<file path="src/common/rv32i_pkg.sv">
package rv32i_pkg;

	typedef logic [31:0] rv32i_word;
	typedef logic [4:0] rv32i_reg;
	typedef logic [2:0] rv32i_funct3; // branch condition or load/store size

	typedef enum logic [3:0] {
		op_alu_reg,
		op_alu_imm,
		op_lui,
		op_auipc,
		op_br,
		op_jal,
		op_jalr,
		op_load,
		op_store
	} exec_op;

	typedef enum logic [3:0] {
		alu_add,
		alu_sub,
		alu_sll,
		alu_slt,
		alu_sltu,
		alu_xor,
		alu_srl,
		alu_sra,
		alu_or,
		alu_and
	} alu_ops;

	// operand source at issue
	typedef enum logic [1:0] {
		fwd_none,
		fwd_mem,
		fwd_wb
	} fwd_sel;

	typedef enum logic [1:0] {
		bus_idle,
		bus_access,
		bus_release
	} bus_state;

endpackage : rv32i_pkg
</file>
<file path="src/source/exec_backend.sv">
module exec_backend #(
	parameter rv32i_pkg::rv32i_word reset_pc = 32'h0000_0000
) (
	input logic clk,
	input logic rst_n,
	input logic in_valid,
	input rv32i_pkg::rv32i_word in_pc,
	input rv32i_pkg::exec_op in_op,
	input rv32i_pkg::alu_ops in_aluop,
	input rv32i_pkg::rv32i_funct3 in_funct3,
	input rv32i_pkg::rv32i_reg in_rs1_num,
	input rv32i_pkg::rv32i_reg in_rs2_num,
	input rv32i_pkg::rv32i_word in_rs1,
	input rv32i_pkg::rv32i_word in_rs2,
	input rv32i_pkg::rv32i_word in_imm,
	input rv32i_pkg::rv32i_reg in_rd,
	output logic in_ready,
	output logic rf_we,
	output rv32i_pkg::rv32i_reg rf_rd,
	output rv32i_pkg::rv32i_word rf_data,
	output logic redirect_valid,
	output rv32i_pkg::rv32i_word redirect_pc,
	output logic bus_cyc,
	output logic bus_stb,
	output logic bus_we,
	output rv32i_pkg::rv32i_word bus_adr,
	output logic [3:0] bus_sel,
	output rv32i_pkg::rv32i_word bus_dat_w,
	input rv32i_pkg::rv32i_word bus_dat_r,
	input logic bus_ack
);
	import rv32i_pkg::*;

	fwd_sel fwd_rs1, fwd_rs2;
	logic ex_advance, mem_advance;
	logic mem_valid;
	exec_op mem_op;
	rv32i_funct3 mem_funct3;
	rv32i_reg mem_rd;
	rv32i_word mem_result, mem_store_data, mem_fwd_data;
	logic wb_valid, wb_writes;
	rv32i_reg wb_rd;
	rv32i_word wb_value;

	pipe_ctrl ctrl (
		.clk(clk),
		.rst_n(rst_n),
		.in_valid(in_valid),
		.in_rs1_num(in_rs1_num),
		.in_rs2_num(in_rs2_num),
		.mem_valid(mem_valid),
		.mem_op(mem_op),
		.mem_rd(mem_rd),
		.rf_we(rf_we),
		.rf_rd(rf_rd),
		.bus_ack(bus_ack),
		.in_ready(in_ready),
		.fwd_rs1(fwd_rs1),
		.fwd_rs2(fwd_rs2),
		.ex_advance(ex_advance),
		.mem_advance(mem_advance),
		.bus_cyc(bus_cyc),
		.bus_stb(bus_stb)
	);

	execute #(.reset_pc(reset_pc)) ex_stage (
		.clk(clk),
		.rst_n(rst_n),
		.in_valid(in_valid && in_ready), // only accepted instructions enter
		.in_pc(in_pc),
		.in_op(in_op),
		.in_aluop(in_aluop),
		.in_funct3(in_funct3),
		.in_rs1(in_rs1),
		.in_rs2(in_rs2),
		.in_imm(in_imm),
		.in_rd(in_rd),
		.fwd_rs1(fwd_rs1),
		.fwd_rs2(fwd_rs2),
		.mem_fwd_data(mem_fwd_data),
		.rf_data(rf_data),
		.ex_advance(ex_advance),
		.mem_valid(mem_valid),
		.mem_op(mem_op),
		.mem_funct3(mem_funct3),
		.mem_rd(mem_rd),
		.mem_result(mem_result),
		.mem_store_data(mem_store_data),
		.redirect_valid(redirect_valid),
		.redirect_pc(redirect_pc)
	);

	mem_stage mem (
		.clk(clk),
		.rst_n(rst_n),
		.mem_valid(mem_valid),
		.mem_op(mem_op),
		.mem_funct3(mem_funct3),
		.mem_rd(mem_rd),
		.mem_result(mem_result),
		.mem_store_data(mem_store_data),
		.mem_advance(mem_advance),
		.bus_dat_r(bus_dat_r),
		.bus_we(bus_we),
		.bus_adr(bus_adr),
		.bus_sel(bus_sel),
		.bus_dat_w(bus_dat_w),
		.mem_fwd_data(mem_fwd_data),
		.wb_valid(wb_valid),
		.wb_rd(wb_rd),
		.wb_value(wb_value),
		.wb_writes(wb_writes)
	);

	writeback wb (
		.clk(clk),
		.rst_n(rst_n),
		.wb_valid(wb_valid),
		.wb_rd(wb_rd),
		.wb_value(wb_value),
		.wb_writes(wb_writes),
		.rf_we(rf_we),
		.rf_rd(rf_rd),
		.rf_data(rf_data)
	);

endmodule : exec_backend

</file>
<file path="src/source/writeback.sv">
module writeback (
	input logic clk,
	input logic rst_n,
	input logic wb_valid,
	input rv32i_pkg::rv32i_reg wb_rd,
	input rv32i_pkg::rv32i_word wb_value,
	input logic wb_writes,
	output logic rf_we,
	output rv32i_pkg::rv32i_reg rf_rd,
	output rv32i_pkg::rv32i_word rf_data
);
	import rv32i_pkg::*;

	rv32i_reg last_rd;
	rv32i_word last_data;

	assign rf_we = wb_valid && wb_writes && (wb_rd != '0);

	// port keeps the last write between writes
	assign rf_rd = rf_we ? wb_rd : last_rd;
	assign rf_data = rf_we ? wb_value : last_data;

	always_ff @(posedge clk or negedge rst_n) begin
		if (!rst_n) begin
			last_rd <= '0;
			last_data <= '0;
		end else if (rf_we) begin
			last_rd <= wb_rd;
			last_data <= wb_value;
		end
	end

endmodule : writeback

</file>
<file path="src/source/mem_stage.sv">
module mem_stage (
	input logic clk,
	input logic rst_n,
	input logic mem_valid,
	input rv32i_pkg::exec_op mem_op,
	input rv32i_pkg::rv32i_funct3 mem_funct3,
	input rv32i_pkg::rv32i_reg mem_rd,
	input rv32i_pkg::rv32i_word mem_result,
	input rv32i_pkg::rv32i_word mem_store_data,
	input logic mem_advance,
	input rv32i_pkg::rv32i_word bus_dat_r,
	output logic bus_we,
	output rv32i_pkg::rv32i_word bus_adr,
	output logic [3:0] bus_sel,
	output rv32i_pkg::rv32i_word bus_dat_w,
	output rv32i_pkg::rv32i_word mem_fwd_data,
	output logic wb_valid,
	output rv32i_pkg::rv32i_reg wb_rd,
	output rv32i_pkg::rv32i_word wb_value,
	output logic wb_writes
);
	import rv32i_pkg::*;

	logic [1:0] offset;
	logic [3:0] sel_base;
	logic is_load;
	rv32i_word load_lanes;
	rv32i_word load_data;

	assign offset = mem_result[1:0];
	assign is_load = (mem_op == op_load);

	assign bus_adr = {mem_result[31:2], 2'b00};
	assign bus_we = mem_valid && mem_op == op_store;

	always_comb begin
		case (mem_funct3[1:0])
			2'b00: sel_base = 4'b0001;
			2'b01: sel_base = 4'b0011;
			default: sel_base = 4'b1111;
		endcase
	end

	assign bus_sel = sel_base << offset;
	assign bus_dat_w = mem_store_data << {offset, 3'b000};

	// bring the addressed bytes down to lane 0
	assign load_lanes = bus_dat_r >> {offset, 3'b000};

	always_comb begin
		case (mem_funct3)
			3'b000: load_data = {{24{load_lanes[7]}}, load_lanes[7:0]}; // lb
			3'b001: load_data = {{16{load_lanes[15]}}, load_lanes[15:0]};
			3'b100: load_data = {24'b0, load_lanes[7:0]}; // lbu
			3'b101: load_data = {16'b0, load_lanes[15:0]};
			default: load_data = load_lanes;
		endcase
	end

	assign mem_fwd_data = mem_result;

	always_ff @(posedge clk or negedge rst_n) begin
		if (!rst_n)
			wb_valid <= 1'b0;
		else
			wb_valid <= mem_valid && mem_advance; // bubble while held
	end

	always_ff @(posedge clk) begin
		if (mem_valid && mem_advance) begin
			wb_rd <= mem_rd;
			wb_value <= is_load ? load_data : mem_result;
			wb_writes <= !(mem_op == op_store || mem_op == op_br);
		end
	end

endmodule : mem_stage

</file>
<file path="src/source/pipe_ctrl.sv">
module pipe_ctrl (
	input logic clk,
	input logic rst_n,
	input logic in_valid,
	input rv32i_pkg::rv32i_reg in_rs1_num,
	input rv32i_pkg::rv32i_reg in_rs2_num,
	input logic mem_valid,
	input rv32i_pkg::exec_op mem_op,
	input rv32i_pkg::rv32i_reg mem_rd,
	input logic rf_we,
	input rv32i_pkg::rv32i_reg rf_rd,
	input logic bus_ack,
	output logic in_ready,
	output rv32i_pkg::fwd_sel fwd_rs1,
	output rv32i_pkg::fwd_sel fwd_rs2,
	output logic ex_advance,
	output logic mem_advance,
	output logic bus_cyc,
	output logic bus_stb
);
	import rv32i_pkg::*;

	bus_state state, state_next;
	logic mem_access;
	logic mem_writes;
	logic load_use;

	// memory stage wins over writeback, x0 never forwarded
	function automatic fwd_sel pick_src(input rv32i_reg rs_num);
		fwd_sel src;
		src = fwd_none;
		if (rs_num != '0) begin
			if (mem_writes && mem_rd == rs_num)
				src = fwd_mem;
			else if (rf_we && rf_rd == rs_num)
				src = fwd_wb;
		end
		return src;
	endfunction

	assign mem_access = mem_valid && (mem_op == op_load || mem_op == op_store);
	// loads are not ready yet, they interlock instead
	assign mem_writes = mem_valid && (mem_op inside {op_alu_reg, op_alu_imm, op_lui,
		op_auipc, op_jal, op_jalr});

	always_comb begin
		fwd_rs1 = pick_src(in_rs1_num);
		fwd_rs2 = pick_src(in_rs2_num);
	end

	assign load_use = in_valid && mem_valid && mem_op == op_load && mem_rd != '0 &&
		(mem_rd == in_rs1_num || mem_rd == in_rs2_num);

	always_comb begin
		state_next = state;
		case (state)
			bus_idle: if (mem_access) state_next = bus_access;
			bus_access: if (bus_ack) state_next = bus_release;
			bus_release: state_next = mem_access ? bus_access : bus_idle; // next op already in
			default: state_next = bus_idle;
		endcase
	end

	always_ff @(posedge clk or negedge rst_n) begin
		if (!rst_n)
			state <= bus_idle;
		else
			state <= state_next;
	end

	assign bus_cyc = (state == bus_access);
	assign bus_stb = (state == bus_access);

	assign mem_advance = !mem_access || (state == bus_access && bus_ack);
	assign ex_advance = mem_advance;
	assign in_ready = ex_advance && !load_use;

endmodule : pipe_ctrl

</file>
<file path="src/execute/execute.sv">
module execute #(
	parameter rv32i_pkg::rv32i_word reset_pc = 32'h0000_0000
) (
	input logic clk,
	input logic rst_n,
	input logic in_valid,
	input rv32i_pkg::rv32i_word in_pc,
	input rv32i_pkg::exec_op in_op,
	input rv32i_pkg::alu_ops in_aluop,
	input rv32i_pkg::rv32i_funct3 in_funct3,
	input rv32i_pkg::rv32i_word in_rs1,
	input rv32i_pkg::rv32i_word in_rs2,
	input rv32i_pkg::rv32i_word in_imm,
	input rv32i_pkg::rv32i_reg in_rd,
	input rv32i_pkg::fwd_sel fwd_rs1,
	input rv32i_pkg::fwd_sel fwd_rs2,
	input rv32i_pkg::rv32i_word mem_fwd_data,
	input rv32i_pkg::rv32i_word rf_data,
	input logic ex_advance,
	output logic mem_valid,
	output rv32i_pkg::exec_op mem_op,
	output rv32i_pkg::rv32i_funct3 mem_funct3,
	output rv32i_pkg::rv32i_reg mem_rd,
	output rv32i_pkg::rv32i_word mem_result,
	output rv32i_pkg::rv32i_word mem_store_data,
	output logic redirect_valid,
	output rv32i_pkg::rv32i_word redirect_pc
);
	import rv32i_pkg::*;

	rv32i_word rs1_val, rs2_val;
	rv32i_word alu_a, alu_b, alu_f;
	rv32i_word br_target, target, result;
	alu_ops alu_fn;
	logic br_en;
	logic taken;

	function automatic rv32i_word fwd_mux(input fwd_sel sel, input rv32i_word reg_val,
			input rv32i_word mem_val, input rv32i_word wb_val);
		case (sel)
			fwd_mem: return mem_val;
			fwd_wb: return wb_val;
			default: return reg_val;
		endcase
	endfunction

	assign rs1_val = fwd_mux(fwd_rs1, in_rs1, mem_fwd_data, rf_data);
	assign rs2_val = fwd_mux(fwd_rs2, in_rs2, mem_fwd_data, rf_data);

	assign alu_a = (in_op == op_auipc) ? in_pc : rs1_val;
	assign alu_b = (in_op == op_alu_reg) ? rs2_val : in_imm;
	// address calc and auipc always add
	assign alu_fn = (in_op == op_alu_reg || in_op == op_alu_imm) ? in_aluop : alu_add;

	alu alu_unit (
		.aluop(alu_fn),
		.a(alu_a),
		.b(alu_b),
		.f(alu_f)
	);

	cmp cmp_unit (
		.funct3(in_funct3),
		.a(rs1_val),
		.b(rs2_val),
		.br_en(br_en)
	);

	assign br_target = in_pc + in_imm; // own adder, runs beside the alu
	assign target = (in_op == op_jalr) ? {alu_f[31:1], 1'b0} : br_target;
	assign taken = (in_op == op_br && br_en) || in_op == op_jal || in_op == op_jalr;

	always_comb begin
		case (in_op)
			op_lui: result = in_imm;
			op_jal, op_jalr: result = in_pc + 32'd4; // link
			default: result = alu_f;
		endcase
	end

	always_ff @(posedge clk or negedge rst_n) begin
		if (!rst_n) begin
			mem_valid <= 1'b0;
			redirect_valid <= 1'b0;
			redirect_pc <= reset_pc;
		end else if (ex_advance) begin
			mem_valid <= in_valid; // low means bubble
			redirect_valid <= in_valid && taken;
			if (in_valid)
				redirect_pc <= target;
		end
	end

	always_ff @(posedge clk) begin
		if (ex_advance && in_valid) begin
			mem_op <= in_op;
			mem_funct3 <= in_funct3;
			mem_rd <= in_rd;
			mem_result <= result;
			mem_store_data <= rs2_val;
		end
	end

endmodule : execute

</file>
<file path="src/execute/cmp.sv">
module cmp (
	input rv32i_pkg::rv32i_funct3 funct3,
	input rv32i_pkg::rv32i_word a,
	input rv32i_pkg::rv32i_word b,
	output logic br_en
);

	always_comb begin
		case (funct3)
			3'b000: br_en = (a == b); // beq
			3'b001: br_en = (a != b);
			3'b100: br_en = ($signed(a) < $signed(b)); // blt
			3'b101: br_en = ($signed(a) >= $signed(b));
			3'b110: br_en = (a < b); // bltu
			3'b111: br_en = (a >= b);
			default: br_en = 1'b0;
		endcase
	end

endmodule : cmp

</file>
<file path="src/execute/alu.sv">
module alu (
	input rv32i_pkg::alu_ops aluop,
	input rv32i_pkg::rv32i_word a,
	input rv32i_pkg::rv32i_word b,
	output rv32i_pkg::rv32i_word f
);
	import rv32i_pkg::*;

	logic [4:0] shamt;

	assign shamt = b[4:0];

	always_comb begin
		case (aluop)
			alu_add: f = a + b;
			alu_sub: f = a - b;
			alu_sll: f = a << shamt;
			alu_slt: f = {31'b0, $signed(a) < $signed(b)};
			alu_sltu: f = {31'b0, a < b};
			alu_xor: f = a ^ b;
			alu_srl: f = a >> shamt;
			alu_sra: f = $signed(a) >>> shamt;
			alu_or: f = a | b;
			alu_and: f = a & b;
			default: f = a + b;
		endcase
	end

endmodule : alu

</file>
<file path="config.mk">
export PLATFORM = sky130hd
export DESIGN_NAME = exec_backend
export DESIGN_NICKNAME = d
export VERILOG_FILES = /design/src/common/rv32i_pkg.sv /design/src/source/exec_backend.sv /design/src/source/writeback.sv /design/src/source/mem_stage.sv /design/src/source/pipe_ctrl.sv /design/src/execute/execute.sv /design/src/execute/cmp.sv /design/src/execute/alu.sv
export SDC_FILE = /design/constraint.sdc
export NUM_CORES = 1
export LEC_CHECK = 0
export BUFFER_PORTS_ARGS = -buffer_cell sky130_fd_sc_hd__buf_2
export CORE_AREA = 3 3 287 289
export DETAILED_ROUTE_END_ITERATION = 10
export DIE_AREA = 0 0 290 292
export GPL_TIMING_DRIVEN = 0
export PLACE_DENSITY = 0.53
export SYNTH_ARGS = -nofsm -noshare
export SYNTH_HDL_FRONTEND = slang
export SYNTH_SLANG_ARGS = --single-unit
</file>
<file path="constraint.sdc">
create_clock -name clk -period 8.3 [get_ports clk]
set_input_delay 0.83 -clock clk [delete_from_list [all_inputs] [get_ports clk]]
set_output_delay 0.83 -clock clk [all_outputs]
set_load 0.005 [all_outputs]
</file>
==> impl_metrics.yaml <==
synthesis:
  synth.yosys.seq_area_share: 0.228
  synth-edff-count: 114
  syn_inst: 3053
  synth_mux_area_frac: 0.103
  synth_top_family_by_area: "compound AO/OA/AOI/OAI gates"
  synth_xor_xnor_area_share: 0.0351
  avgSynthCellArea_um2: 7.59
  synthSimpleGateAreaFrac: 0.187
  synth_compound_area_frac: 0.284
  syn_area_mm2: 0.0232
  ys_warn_count: 0
  synthAdderAreaFrac: 0.0917
  async_reset_ff_frac: 0.394
  synth-seq-cells: 188
  synth_flop_cell: "edfxtp_1"
  synth_cell_type_count: 81
layout:
  multi_input_area_mm2: 0.0165
  final_nets: 3765
  seq_area_mm2: 0.00528
  areaGrowthSynthToFinish_pct: 17.4
  drive_gt1_frac: 0.169
  fillers: 8801
  final_design_area_no_fill_mm2: 0.0272
route:
  ant_nets: 0
  routed_wl_um: 142000
  viasPerCell: 6.02
  wl_per_cell_um: 31.6
  drt_iter0_markers: 3238
  vias: 27000
  drc_errors: 0
  dr.pass1.iters: 6
worst_setup_path:
  critPathCaptureType: "flip-flop"
  startpoint_type: "flip-flop"
  critPathKind: "flip-flop to flip-flop"
  critPathArrivalTime_ns: 8.27
  crit-reg2reg-launch: "mem.wb_rd[0]"
  rr_worst_depth: 28
  slowest_delay_ns: 0.52
  r2r-end: "ex_stage.mem_result[30]"
  cp_max_fo: 19
  reg2reg_slack_ns: 0.19
  cp_common_cell: "o21ai_0"
  critPathSlowestCell: "edfxtp_1"
  critPathRequiredTime_ns: 8.47
status:
  status: "finished, violations left"
  violations: "capacitance limit, slew limit"
floorplan:
  die_x_um: 290
  die_area_mm2: 0.0847
  rows: 104
  die_y_um: 292
  start_util: 0.289
  ioPinCount: 333
  core_area_mm2: 0.0802
placed_design:
  dpl_cell_area_mm2: 0.0263
  io_buffers: 328
  place_ws_ns: -2.19
  gp_congestion: 1.02
  place_hpwl_um: 120000
clocking:
  cts_buffers: 17
  cts-root-buf: "clkbuf_16"
  insertion_delay_ns: 0.47
  cts_buffer_depth: 2
  cts_tree: "done"
  h-tree-depth: 4
  clkSinkCount: 188
  path_clk_slew_ns: 0.08
grt:
  grt_usage: 0.318
  grt_max_degree: 70
  grt_pass1_wl_um: 196000
  antenna_found_initial: 16
  overflow: 0
  grt_pass1_vias: 25700
timing:
  tightest_slew_ns: 1.52
  fin_skew_ns: 0.0293
  fin_tns_setup_ns: 0
  hold_violations: 0
  relSlewSlack: -0.0233
  setup_viol: 0
  timing.final.ws_setup_ns: 0.192
  final_max_slew_viol_count: 7
  post-route-period-util: 0.977
  period_needed_ns: 8.11
  timing.fmax_ghz: 0.123
power:
  vdd_drop_max_uv: 154
  power.density_mw_per_mm2: 162
  p_leak_nw: 11.7
run:
  drv_cap: 1
min_path:
  min_path_type: "input port to async pin"
-- state kept, by name, summed over array words and instances, names as in the netlist, 4 cells and up --
register	cells
ex_stage.mem_rd	5
mem.wb_value	32
ex_stage.mem_op	4
wb.last_data	32
ex_stage.redirect_pc	32
ex_stage.mem_store_data	32
wb.last_rd	5
ex_stage.mem_result	32
mem.wb_rd	5
-- layout by cell type, fill, tap and decap left out, types with 49 or more instances in the layout --
cell / instances
a22oi_1: 86
o21ai_0: 230
nor3_1: 58
a21o_1: 62
a21oi_1: 253
nor2_1: 290
mux2i_1: 175
nand3_1: 60
buf_4: 49
mux2_2: 54
edfxtp_1: 114
xnor2_1: 62
dfrtp_1: 74
buf_2: 348
clkbuf_1: 120
inv_1: 164
ha_1: 163
nand2_1: 348
-- cell usage after synthesis (all sizes together) (8+ instances only) --
| cell type | count | area share |
|---|---|---|
| o31ai | 39 | 0.013 |
| nor4 | 15 | 0.0043 |
| nor2 | 290 | 0.047 |
| o21a | 20 | 0.0065 |
| o21bai | 14 | 0.0045 |
| nand2b | 18 | 0.0049 |
| xnor2 | 62 | 0.023 |
| mux2i | 177 | 0.076 |
| nand3 | 60 | 0.013 |
| a211oi | 32 | 0.010 |
| dfrtp | 74 | 0.080 |
| mux2 | 54 | 0.026 |
| o221ai | 18 | 0.0068 |
| a31oi | 32 | 0.0093 |
| a311oi | 10 | 0.0038 |
| nand4 | 24 | 0.0065 |
| a22oi | 86 | 0.028 |
| a22o | 12 | 0.0045 |
| o2111ai | 13 | 0.0049 |
| o22ai | 25 | 0.0067 |
| or2 | 19 | 0.0051 |
| or3 | 14 | 0.0038 |
| xor2 | 31 | 0.012 |
| o22a | 12 | 0.0045 |
| a2111oi | 12 | 0.0053 |
| a21oi | 254 | 0.055 |
| a21o | 63 | 0.020 |
| nor3 | 63 | 0.014 |
| o211ai | 34 | 0.011 |
| nor2b | 38 | 0.010 |
| buf | 83 | 0.021 |
| a221o | 8 | 0.0035 |
| clkbuf | 144 | 0.023 |
| edfxtp | 114 | 0.15 |
| and2 | 24 | 0.0065 |
| inv | 167 | 0.027 |
| nand2 | 348 | 0.056 |
| ha | 165 | 0.089 |
| o21ai | 252 | 0.054 |
| and3 | 14 | 0.0038 |
| a221oi | 22 | 0.0083 |
-- cell type report --
class / count / share of cell area
multi-input combinational: 2468 / 0.605
sequential: 188 / 0.194
timing repair buffer: 341 / 0.0669
tap: 1060 / 0.0488
buffer: 220 / 0.0394
inverter: 171 / 0.0241
clock buffer: 18 / 0.0158
clock inverter: 14 / 0.00543
antenna: 10 / 0.000920
-- per-stage QoR --
step | cells | util | power, mW | hold WS [ns]
after global routing | 4481 | 0.339 | 4.58 | 0.333
after CTS | 4476 | 0.338 | 4.33 | 0.317
after floorplan | 3054 | - | 2.49 | 0.415
after global placement | 4442 | 0.326 | 3.48 | 0.429
final | 4490 | 0.339 | 4.40 | 0.317
after detailed placement | 4446 | 0.328 | 3.47 | 0.435
-- worst max-delay path, delay by kind of cell, from the launching register on --
kind                       cells  cell delay (ns)
muxes                          1             0.36
buffers and inverters          6             1.88
and+or+nand+nor                8             1.69
adders and majority gates      2             0.72
AOI/OAI and AO/OA             10             2.41
DFF                            1             0.52
xor gates and xnor gates       1             0.17
-- kinds of logic after synthesis --
family / after synthesis
compound gates: 1016
xor+xnor: 93
fa+ha+maj: 168
buf+inv: 398
flops: 188
mux: 231
other cells: 1
simple gates: 958
-- layer usage --
| layer | track usage | wire (um) | part of all wire |
|---|---|---|---|
| met1 | 0.402 | 56400 | 0.40 |
| met2 | 0.526 | 64900 | 0.46 |
| met3 | 0.0446 | 11500 | 0.081 |
| met4 | 0.169 | 8850 | 0.062 |
| met5 | 0 | 103 | 0.00073 |
-- power by group --
group	total (mW)	internal, mW	switching [mW]
logic	2.25	0.763	1.48
clock network	0.833	0.402	0.430
registers	1.32	1.17	0.153
total	4.40	2.34	2.07
-- worst max-delay path by stage --
stage | endpoint | depth (start not counted) | from
global placement | ex_stage.mem_result[30] | 29 | mem.wb_rd[0]
floorplan | ex_stage.mem_result[28] | 31 | mem.wb_rd[0]
CTS | ex_stage.mem_result[25] | 26 | mem.wb_rd[0]
finish | ex_stage.mem_result[30] | 28 | mem.wb_rd[0]
detailed placement | ex_stage.mem_result[30] | 29 | mem.wb_rd[0]
global route | ex_stage.mem_result[30] | 31 | mem.wb_rd[0]
-- what timing repair did --
action | 4_1_cts | 5_1_grt
setup endpoints to repair | 58 | 37
hold buffers | 0 | 0
setup buffers | 3 | 6
pin swaps | 2 | 3
resized for setup | 65 | 17
Power figures use the tool's default switching activity.
